<file path="config.mk">
export PLATFORM = sky130hd
export DESIGN_NAME = id_stage_top
export DESIGN_NICKNAME = d
export VERILOG_FILES = /design/src/hdl/id_pkg.sv /design/src/hdl/branch_execute.sv /design/src/hdl/branch_result.sv /design/src/hdl/id_stage_top.sv /design/src/hdl/instr_decode.sv /design/src/hdl/regfile.sv
export SDC_FILE = /design/constraint.sdc
export NUM_CORES = 2
export LEC_CHECK = 0
export ABC_CLOCK_PERIOD_IN_PS = 44500
export BUFFER_PORTS_ARGS = -buffer_cell sky130_fd_sc_hd__clkbuf_2
export CAP_MARGIN = 0
export CORE_UTILIZATION = 58
export CTS_CLUSTER_DIAMETER = 60
export DETAILED_ROUTE_END_ITERATION = 7
export PLACE_DENSITY_LB_ADDON = 0.3
export RECOVER_POWER = 25
export SLEW_MARGIN = 20
export SYNTH_ARGS = -nofsm -noshare
export SYNTH_HDL_FRONTEND = slang
export SYNTH_SLANG_ARGS = --single-unit
</file>
<file path="constraint.sdc">
create_clock -name clk -period 44.5 [get_ports clk]
set_input_delay 4.45 -clock clk [delete_from_list [all_inputs] [get_ports clk]]
set_output_delay 4.45 -clock clk [all_outputs]
set_load 0.01 [all_outputs]
</file>
<file path="src/hdl/id_pkg.sv">
package id_pkg;

    localparam int WORD_W    = 32;
    localparam int REG_IDX_W = 5;
    localparam int CNT_W     = 16;

    typedef logic [WORD_W-1:0]    word_t;
    typedef logic [REG_IDX_W-1:0] reg_idx_t;
    typedef logic [CNT_W-1:0]     cnt_t;
    typedef logic [3:0]           byte_en_t;

    // rv32i base opcodes, bits [6:0] of the instruction
    typedef enum logic [6:0] {
        op_lui   = 7'b0110111,
        op_auipc = 7'b0010111,
        op_jal   = 7'b1101111,
        op_jalr  = 7'b1100111,
        op_br    = 7'b1100011,
        op_load  = 7'b0000011,
        op_store = 7'b0100011,
        op_imm   = 7'b0010011,
        op_reg   = 7'b0110011,
        op_csr   = 7'b1110011
    } opcode_e;

    // funct3 of the conditional branches
    typedef enum logic [2:0] {
        beq  = 3'b000,
        bne  = 3'b001,
        blt  = 3'b100,
        bge  = 3'b101,
        bltu = 3'b110,
        bgeu = 3'b111
    } branch_funct3_e;

    typedef enum logic [1:0] {
        pc_plus4    = 2'b00,
        br_target   = 2'b01,
        jalr_target = 2'b10
    } pc_sel_e;

    typedef struct packed {
        logic static_nt;
        logic btfnt;
        logic local_bht;
    } pred_t;

    typedef struct packed {
        opcode_e        opcode;
        branch_funct3_e cmpop;
        logic           cmp_imm_sel;
        logic           load_regfile;
        logic           mem_read;
        logic           mem_write;
        byte_en_t       mem_byte_en;
    } ctrl_word_t;

    typedef struct packed {
        word_t instr;
        word_t pc;
        logic  bubble;
        pred_t pred;
    } id_req_t;

    typedef struct packed {
        ctrl_word_t ctrl;
        reg_idx_t   rs1;
        reg_idx_t   rs2;
        reg_idx_t   rd;
        word_t      i_imm;
        word_t      s_imm;
        word_t      b_imm;
        word_t      u_imm;
        word_t      j_imm;
    } decode_t;

    typedef struct packed {
        ctrl_word_t ctrl;
        word_t      rs1_val;
        word_t      rs2_val;
        word_t      i_imm;
        word_t      s_imm;
        word_t      b_imm;
        word_t      u_imm;
        word_t      j_imm;
        word_t      target;
        pc_sel_e    pc_sel;
        logic       br_en;
        logic       flush;
        logic       bht_mispredict;
        logic       halt;
    } id_resp_t;

    typedef struct packed {
        cnt_t total_br;
        cnt_t total_jump;
        cnt_t btfnt_mispredict;
    } stats_t;

endpackage : id_pkg

</file>
<file path="src/hdl/branch_execute.sv">
`timescale 1ns/100ps

module branch_execute (
    input  id_pkg::decode_t dec_i,
    input  id_pkg::word_t   rs1_val_i,
    input  id_pkg::word_t   rs2_val_i,
    input  id_pkg::word_t   pc_i,
    output logic            br_en_o,
    output id_pkg::word_t   target_o,
    output id_pkg::pc_sel_e pc_sel_o
);
    import id_pkg::*;

    word_t cmp_b;
    logic  cmp_res;
    word_t jalr_sum;

    // second operand is rs2 or the i-immediate
    assign cmp_b = dec_i.ctrl.cmp_imm_sel ? dec_i.i_imm : rs2_val_i;

    always_comb begin
        case (dec_i.ctrl.cmpop)
            beq:     cmp_res = (rs1_val_i == cmp_b);
            bne:     cmp_res = (rs1_val_i != cmp_b);
            blt:     cmp_res = ($signed(rs1_val_i) < $signed(cmp_b));
            bge:     cmp_res = ($signed(rs1_val_i) >= $signed(cmp_b));
            bltu:    cmp_res = (rs1_val_i < cmp_b);
            bgeu:    cmp_res = (rs1_val_i >= cmp_b);
            default: cmp_res = 1'b0;
        endcase
    end

    assign jalr_sum = rs1_val_i + dec_i.i_imm;

    always_comb begin
        case (dec_i.ctrl.opcode)
            op_br: begin
                br_en_o  = cmp_res;
                target_o = pc_i + dec_i.b_imm;
                pc_sel_o = cmp_res ? br_target : pc_plus4;
            end
            op_jal: begin
                br_en_o  = 1'b1;
                target_o = pc_i + dec_i.j_imm;
                pc_sel_o = br_target;
            end
            op_jalr: begin
                br_en_o  = 1'b1;
                // lsb cleared as rv32i requires
                target_o = {jalr_sum[31:1], 1'b0};
                pc_sel_o = jalr_target;
            end
            default: begin
                br_en_o  = 1'b0;
                target_o = pc_i + 32'd4;
                pc_sel_o = pc_plus4;
            end
        endcase
    end

endmodule : branch_execute

</file>
<file path="src/hdl/branch_result.sv">
`timescale 1ns/100ps

module branch_result (
    input  logic             clk,
    input  logic             rst,
    input  logic             req_i,
    output logic             ack_o,
    input  id_pkg::word_t    pc_i,
    input  id_pkg::pred_t    pred_i,
    input  id_pkg::decode_t  dec_i,
    input  id_pkg::word_t    rs1_val_i,
    input  id_pkg::word_t    rs2_val_i,
    input  id_pkg::word_t    target_i,
    input  logic             br_en_i,
    input  id_pkg::pc_sel_e  pc_sel_i,
    output id_pkg::id_resp_t resp_o,
    output id_pkg::stats_t   stats_o
);
    import id_pkg::*;

    typedef enum logic {
        IDLE,
        ACK
    } state_e;

    state_e   state_q;
    logic     capture;
    logic     is_br;
    logic     is_jump;
    logic     btfnt_miss;
    id_resp_t resp_d;
    id_resp_t resp_q;
    stats_t   stats_q;

    assign is_br   = (dec_i.ctrl.opcode == op_br);
    assign is_jump = (dec_i.ctrl.opcode == op_jal) || (dec_i.ctrl.opcode == op_jalr);

    assign btfnt_miss = is_br && (br_en_i != pred_i.btfnt);

    always_comb begin
        resp_d.ctrl    = dec_i.ctrl;
        resp_d.rs1_val = rs1_val_i;
        resp_d.rs2_val = rs2_val_i;
        resp_d.i_imm   = dec_i.i_imm;
        resp_d.s_imm   = dec_i.s_imm;
        resp_d.b_imm   = dec_i.b_imm;
        resp_d.u_imm   = dec_i.u_imm;
        resp_d.j_imm   = dec_i.j_imm;
        resp_d.target  = target_i;
        resp_d.pc_sel  = pc_sel_i;
        resp_d.br_en   = br_en_i;
        // target resolves too late for fetch, so any redirect flushes
        resp_d.flush          = (is_br && br_en_i) || is_jump;
        resp_d.bht_mispredict = is_br && (br_en_i != pred_i.local_bht);
        // branch to itself means the program spins
        resp_d.halt = br_en_i && (pc_i != '0) && (target_i == pc_i)
                      && (dec_i.ctrl.opcode != opcode_e'('0));
    end

    // four-phase handshake
    always_ff @(posedge clk or posedge rst) begin
        if (rst) begin
            state_q <= IDLE;
        end else begin
            case (state_q)
                IDLE: begin
                    if (req_i) begin
                        state_q <= ACK;
                    end
                end
                ACK: begin
                    if (!req_i) begin
                        state_q <= IDLE;
                    end
                end
                default: state_q <= IDLE;
            endcase
        end
    end

    // only the first edge of a request captures
    assign capture = (state_q == IDLE) && req_i;
    assign ack_o   = (state_q == ACK);

    always_ff @(posedge clk or posedge rst) begin
        if (rst) begin
            resp_q  <= '0;
            stats_q <= '0;
        end else if (capture) begin
            resp_q                   <= resp_d;
            stats_q.total_br         <= stats_q.total_br + cnt_t'(is_br);
            stats_q.total_jump       <= stats_q.total_jump + cnt_t'(is_jump);
            stats_q.btfnt_mispredict <= stats_q.btfnt_mispredict + cnt_t'(btfnt_miss);
        end
    end

    assign resp_o  = resp_q;
    assign stats_o = stats_q;

endmodule : branch_result

</file>
<file path="src/hdl/id_stage_top.sv">
`timescale 1ns/100ps

module id_stage_top #(
    parameter int NUM_REGS = 32
) (
    input  logic             clk,
    input  logic             rst,
    input  logic             req_i,
    output logic             ack_o,
    input  id_pkg::id_req_t  id_req_i,
    output id_pkg::id_resp_t id_resp_o,
    output id_pkg::stats_t   stats_o,
    input  logic             wb_we_i,
    input  id_pkg::reg_idx_t wb_rd_i,
    input  id_pkg::word_t    wb_data_i
);
    import id_pkg::*;

    decode_t dec;
    word_t   rs1_val;
    word_t   rs2_val;
    word_t   target;
    logic    br_en;
    pc_sel_e pc_sel;

    instr_decode dec0 (
        .instr_i  (id_req_i.instr),
        .bubble_i (id_req_i.bubble),
        .dec_o    (dec)
    );

    regfile #(
        .NUM_REGS (NUM_REGS)
    ) rf0 (
        .clk        (clk),
        .rst        (rst),
        .we_i       (wb_we_i),
        .wr_idx_i   (wb_rd_i),
        .wr_data_i  (wb_data_i),
        .rd_a_idx_i (dec.rs1),
        .rd_b_idx_i (dec.rs2),
        .rd_a_o     (rs1_val),
        .rd_b_o     (rs2_val)
    );

    // branches resolve here in decode
    branch_execute bex0 (
        .dec_i     (dec),
        .rs1_val_i (rs1_val),
        .rs2_val_i (rs2_val),
        .pc_i      (id_req_i.pc),
        .br_en_o   (br_en),
        .target_o  (target),
        .pc_sel_o  (pc_sel)
    );

    branch_result bres0 (
        .clk       (clk),
        .rst       (rst),
        .req_i     (req_i),
        .ack_o     (ack_o),
        .pc_i      (id_req_i.pc),
        .pred_i    (id_req_i.pred),
        .dec_i     (dec),
        .rs1_val_i (rs1_val),
        .rs2_val_i (rs2_val),
        .target_i  (target),
        .br_en_i   (br_en),
        .pc_sel_i  (pc_sel),
        .resp_o    (id_resp_o),
        .stats_o   (stats_o)
    );

endmodule : id_stage_top

</file>
<file path="src/hdl/instr_decode.sv">
`timescale 1ns/100ps

module instr_decode (
    input  id_pkg::word_t   instr_i,
    input  logic            bubble_i,
    output id_pkg::decode_t dec_o
);
    import id_pkg::*;

    opcode_e    opcode;
    logic [2:0] funct3;
    logic [6:0] funct7;
    byte_en_t   size_mask;
    ctrl_word_t ctrl;

    assign opcode = opcode_e'(instr_i[6:0]);
    assign funct3 = instr_i[14:12];
    assign funct7 = instr_i[31:25];

    // byte lanes from the access size in funct3
    always_comb begin
        case (funct3[1:0])
            2'b00:   size_mask = 4'b0001;
            2'b01:   size_mask = 4'b0011;
            default: size_mask = 4'b1111;
        endcase
    end

    always_comb begin
        ctrl        = '0;
        ctrl.opcode = opcode;
        ctrl.cmpop  = beq;
        case (opcode)
            op_lui, op_auipc, op_jal, op_jalr: begin
                ctrl.load_regfile = 1'b1;
            end
            op_br: begin
                ctrl.cmpop = branch_funct3_e'(funct3);
            end
            op_load: begin
                ctrl.load_regfile = 1'b1;
                ctrl.mem_read     = 1'b1;
                ctrl.mem_byte_en  = size_mask;
            end
            op_store: begin
                ctrl.mem_write   = 1'b1;
                ctrl.mem_byte_en = size_mask;
            end
            op_imm: begin
                ctrl.load_regfile = 1'b1;
                // slti / sltiu compare against i_imm
                if (funct3 == 3'b010 || funct3 == 3'b011) begin
                    ctrl.cmpop       = funct3[0] ? bltu : blt;
                    ctrl.cmp_imm_sel = 1'b1;
                end
            end
            op_reg: begin
                ctrl.load_regfile = 1'b1;
                // slt / sltu only with the base funct7
                if (funct7 == 7'b0000000 && (funct3 == 3'b010 || funct3 == 3'b011)) begin
                    ctrl.cmpop = funct3[0] ? bltu : blt;
                end
            end
            default: begin
            end
        endcase

        // hazard bubble turns the word into a no-op
        if (bubble_i) begin
            ctrl.opcode       = op_csr;
            ctrl.load_regfile = 1'b0;
            ctrl.mem_read     = 1'b0;
            ctrl.mem_write    = 1'b0;
            ctrl.mem_byte_en  = '0;
        end
    end

    assign dec_o.ctrl  = ctrl;
    assign dec_o.rs1   = instr_i[19:15];
    assign dec_o.rs2   = instr_i[24:20];
    assign dec_o.rd    = instr_i[11:7];
    assign dec_o.i_imm = {{21{instr_i[31]}}, instr_i[30:20]};
    assign dec_o.s_imm = {{21{instr_i[31]}}, instr_i[30:25], instr_i[11:7]};
    assign dec_o.b_imm = {{20{instr_i[31]}}, instr_i[7], instr_i[30:25], instr_i[11:8], 1'b0};
    assign dec_o.u_imm = {instr_i[31:12], 12'h000};
    assign dec_o.j_imm = {{12{instr_i[31]}}, instr_i[19:12], instr_i[20], instr_i[30:21], 1'b0};

endmodule : instr_decode

</file>
<file path="src/hdl/regfile.sv">
`timescale 1ns/100ps

module regfile #(
    parameter int NUM_REGS = 32
) (
    input  logic             clk,
    input  logic             rst,
    input  logic             we_i,
    input  id_pkg::reg_idx_t wr_idx_i,
    input  id_pkg::word_t    wr_data_i,
    input  id_pkg::reg_idx_t rd_a_idx_i,
    input  id_pkg::reg_idx_t rd_b_idx_i,
    output id_pkg::word_t    rd_a_o,
    output id_pkg::word_t    rd_b_o
);
    import id_pkg::*;

    localparam int IDX_W = $clog2(NUM_REGS);

    word_t            regs [NUM_REGS];
    logic [IDX_W-1:0] wr_idx;
    logic [IDX_W-1:0] rd_a_idx;
    logic [IDX_W-1:0] rd_b_idx;

    // upper index bits dropped for a smaller file (rv32e)
    assign wr_idx   = wr_idx_i[IDX_W-1:0];
    assign rd_a_idx = rd_a_idx_i[IDX_W-1:0];
    assign rd_b_idx = rd_b_idx_i[IDX_W-1:0];

    always_ff @(posedge clk or posedge rst) begin
        if (rst) begin
            for (int i = 0; i < NUM_REGS; i++) begin
                regs[i] <= '0;
            end
        end else if (we_i && (wr_idx != '0)) begin
            regs[wr_idx] <= wr_data_i;
        end
    end

    // x0 hardwired to zero
    assign rd_a_o = (rd_a_idx == '0) ? '0 : regs[rd_a_idx];
    assign rd_b_o = (rd_b_idx == '0) ? '0 : regs[rd_b_idx];

endmodule : regfile

</file>
==> impl_metrics.env <==
export IMPL_status="finished with violations"
export IMPL_violations="capacitance limit, slew limit"
export IMPL_netlist_top_cells_area="dfrtp_1 (44%), mux4_2 (20%), mux2_2 (16%), nand2_1 (2.9%), clkbuf_1 (1.9%)"
export IMPL_grt_pass1_vias=47900
export IMPL_slew_headroom_pct=-339
export IMPL_synthCells=5266
export IMPL_crit_arrival_ps=13470
export IMPL_grt_max_degree=200
export IMPL_clock_path_buffers=3
export IMPL_switching_share_pct=29.4
export IMPL_cp_required_ps=45150
export IMPL_core_area_sq_um=118000
export IMPL_hp_class="reg -> reg"
export IMPL_hold_violations=0
export IMPL_startpoint_type="input pin"
export IMPL_ctsHtreeMaxLevel=4
export IMPL_worstSetupPathType="in -> reg"
export IMPL_power_density_nw_per_um2=45.1
export IMPL_setup_viol=0
export IMPL_placementRows=126
export IMPL_crit_chain="buf_8, buf_4, buf_4, mux4_2, mux4_2, nand2_1, a21oi_1, ha_1, a21oi_1, o21ai_0, a221o_1, a211oi_1, mux2_2, a211oi_1, nor2b_1, xor2_1, nor2_1, ha_1, nand3_1, nor2_1, nand3_1, nor2_1, nand4_1, xnor2_1"
export IMPL_multi_input_area_sq_um=36000
export IMPL_netlist_top_cells_count="dfrtp_1 (1217), mux2_2 (1000), mux4_2 (622)"
export IMPL_cts_hold_buf=0
export IMPL_end_kind="register"
export IMPL_synth_edf_count=0
export IMPL_syn_mean_instance_area_sq_um=13.2
export IMPL_cp_max_fo=72
export IMPL_ys_types=84
export IMPL_clkPwrFrac_pct=33.1
export IMPL_cts_made_buffers=133
export IMPL_cts_sinks=1217
export IMPL_maxCapViolations=25
export IMPL_synth_main_ff_cell="dfrtp_1"
export IMPL_ios=438
export IMPL_report_final_slew_viol_count=1003
export IMPL_p_comb_share_pct=24.5
export IMPL_clock_latency_ps=760
export IMPL_num_nets_final=5523
export IMPL_async_flop_share_pct=100
export IMPL_seq_area_sq_um=30500
export IMPL_ys_warn_count=0
export IMPL_initial_utilization_pct=58.6
export IMPL_port_buffers=422
export IMPL_overflow=0
export IMPL_dpl_cell_count=6711
export IMPL_p_sw_w=0.00101
export IMPL_root_buffer="clkbuf_16"
export IMPL_place_hpwl_mm=123
export IMPL_cp_slowest_cell="buf_4"
export IMPL_pwr_share_seq_pct=42.4
export IMPL_detail_route_antenna_nets=0
export IMPL_via_per_inst=6.79
export IMPL_max_stage_delay_ps=870
export IMPL_antenna_found_initial=8
export IMPL_synth_top_area_share_pct=43.9
export IMPL_vias=47200
export IMPL_finalNonFillerCells=6958
export IMPL_dr_pass1_iters=5
export IMPL_leakagePower_nw=33.8
export IMPL_die_w_um=348
export IMPL_syn_cell_area_sq_um=69300
export IMPL_crit_top_cell="nor2_1"
export IMPL_n_fill_cell=8666
export IMPL_synth_most_common_cell="dfrtp_1"
export IMPL_synth_area_leader_cell="dfrtp_1"
export IMPL_die_y_um=348
export IMPL_peakVddDrop_mv=0.0381
export IMPL_gp_congestion=0.970
export IMPL_drt_wl_total_mm=203
export IMPL_ys_seq_elements=1217
export IMPL_rsz0062_at_grt="no"
export IMPL_layout_drive_gt1_share_pct=44.0
export IMPL_drc=0
export IMPL_wl_per_cell_um=29.2
export IMPL_fin_crit_ps=12820
export IMPL_initialDrtViolationCount=5054
export IMPL_grt_pass1_wl_mm=306
export IMPL_max_freq_mhz=78.0
export IMPL_synthToLayoutAreaGrowth_pct=9.52
export IMPL_postCtsSetupBuffers=0
export IMPL_tightest_slew_ps=6550
export IMPL_path_clk_slew_ps=60
export IMPL_fin_crit_sh_pct=28.8
export IMPL_fin_skew_ps=33.4
export IMPL_cts_resized=0
export IMPL_finalSetupTns_ps=0
export IMPL_internal_power_w=0.00242
export IMPL_cts_tree="done"
export IMPL_die_area_sq_um=121000
export IMPL_yosysSeqAreaShare_pct=43.9
export IMPL_grt_use_total_pct=34.1
flip-flops by register name, indices dropped and copies added, names as in the netlist:
name	count
bres0.ack_o	1
bres0.stats_o	48
bres0.resp_o	144
rf0.regs	1024
cell usage in the layout (no fill, tap or decap), types with 15 or more instances in the layout:
cell / Yosys / final
dfrtp_1: 1217 / 1216
mux2_2: 1000 / 1000
mux4_2: 622 / 622
nand2_1: 532 / 518
clkbuf_2: 0 / 409
a21oi_1: 194 / 194
clkbuf_16: 0 / 138
nor2_1: 145 / 132
ha_1: 100 / 100
xnor2_1: 83 / 83
o21ai_0: 81 / 81
buf_4: 137 / 72
nand2b_1: 64 / 63
xor2_1: 53 / 53
nand3_1: 52 / 52
mux2i_1: 46 / 46
clkbuf_1: 359 / 42
inv_1: 39 / 38
nor3_1: 35 / 35
nand4_1: 34 / 34
clkbuf_8: 0 / 33
a21o_1: 31 / 31
and3_1: 28 / 28
clkinv_2: 0 / 22
a31oi_1: 21 / 21
o31ai_1: 20 / 20
a211oi_1: 19 / 19
nor2b_1: 16 / 16
a22oi_1: 15 / 15
nor4_1: 15 / 15
cell families after synthesis:
kind of cell	count (synthesis)	synth area share, %
and+or+nand+nor	986	6.44
xor gates and xnor gates	136	1.72
DFF	1217	43.9
AOI/OAI and AO/OA	503	4.58
muxes	1668	37.1
adders and majority gates	102	1.86
other	1	0.00541
buffers and inverters	653	4.36
final cells by class:
class | count | share of cell area (%)
flip-flops and latches | 1217 | 40.1
clock buffers | 194 | 5.26
diodes | 5 | 0.0165
repair buffers | 512 | 3.76
inverters | 39 | 0.194
clock inverters | 46 | 0.681
well taps | 1536 | 2.53
multi-input cells | 3409 | 47.4
path summary, 6_finish.rpt:
kind	from	endpoint	slack [ps]	cells after the start
max reg2reg	bres0.ack_o	bres0.resp_o[0]	36640	10
max	id_req_i[51]	bres0.stats_o[15]	31680	24
min in group asynchronous	rst	bres0.resp_o[234]	5760	2
min	rf0.regs[999]	rf0.regs[999]	390	0
min reg2reg	rf0.regs[999]	rf0.regs[999]	390	0
max in group asynchronous	rst	rf0.regs[981]	32680	5
routing by layer:
metal,track usage (%),up-vias,part of all wire [%]
met5,0,-,0.0049
met4,17.0,2,5.4
met3,7.92,579,8.9
met2,54.0,2350,48
met1,44.3,24600,38
li1,-,19700,-
per-stage QoR:
stage	utilization, %	hold slack (ps)	cell area, sq um	worst slack [ps]	total power (W)
after detailed placement	60.5	383	71500	30920	0.00229
after CTS	64.3	396	76000	31670	0.00342
after global placement	60.5	376	71500	30970	0.00225
final	64.2	391	75900	31680	0.00343
after global routing	64.2	409	75900	31190	0.00357
after floorplan	-	441	69400	5760	0.00206
worst max-delay path: cells and delay by family:
kind / cells / cell delay (ps)
buffers and inverters: 3 / 2250
and+or+nand+nor: 8 / 2160
AOI/OAI and AO/OA: 6 / 2000
muxes: 3 / 1540
adders and majority gates: 2 / 710
xor gates and xnor gates: 2 / 280
power groups by stage:
| stage | clock network [W] | logic [W] | registers [W] |
|---|---|---|---|
| finish | 0.00113 | 0.000839 | 0.00145 |
| global route | 0.00119 | 0.000898 | 0.00148 |
| CTS | 0.00114 | 0.000833 | 0.00145 |
| detailed placement | 0 | 0.000828 | 0.00146 |
| global placement | 0 | 0.000808 | 0.00144 |
| floorplan | 0 | 0.000627 | 0.00143 |
No activity file was read; power rests on OpenSTA's default activity.
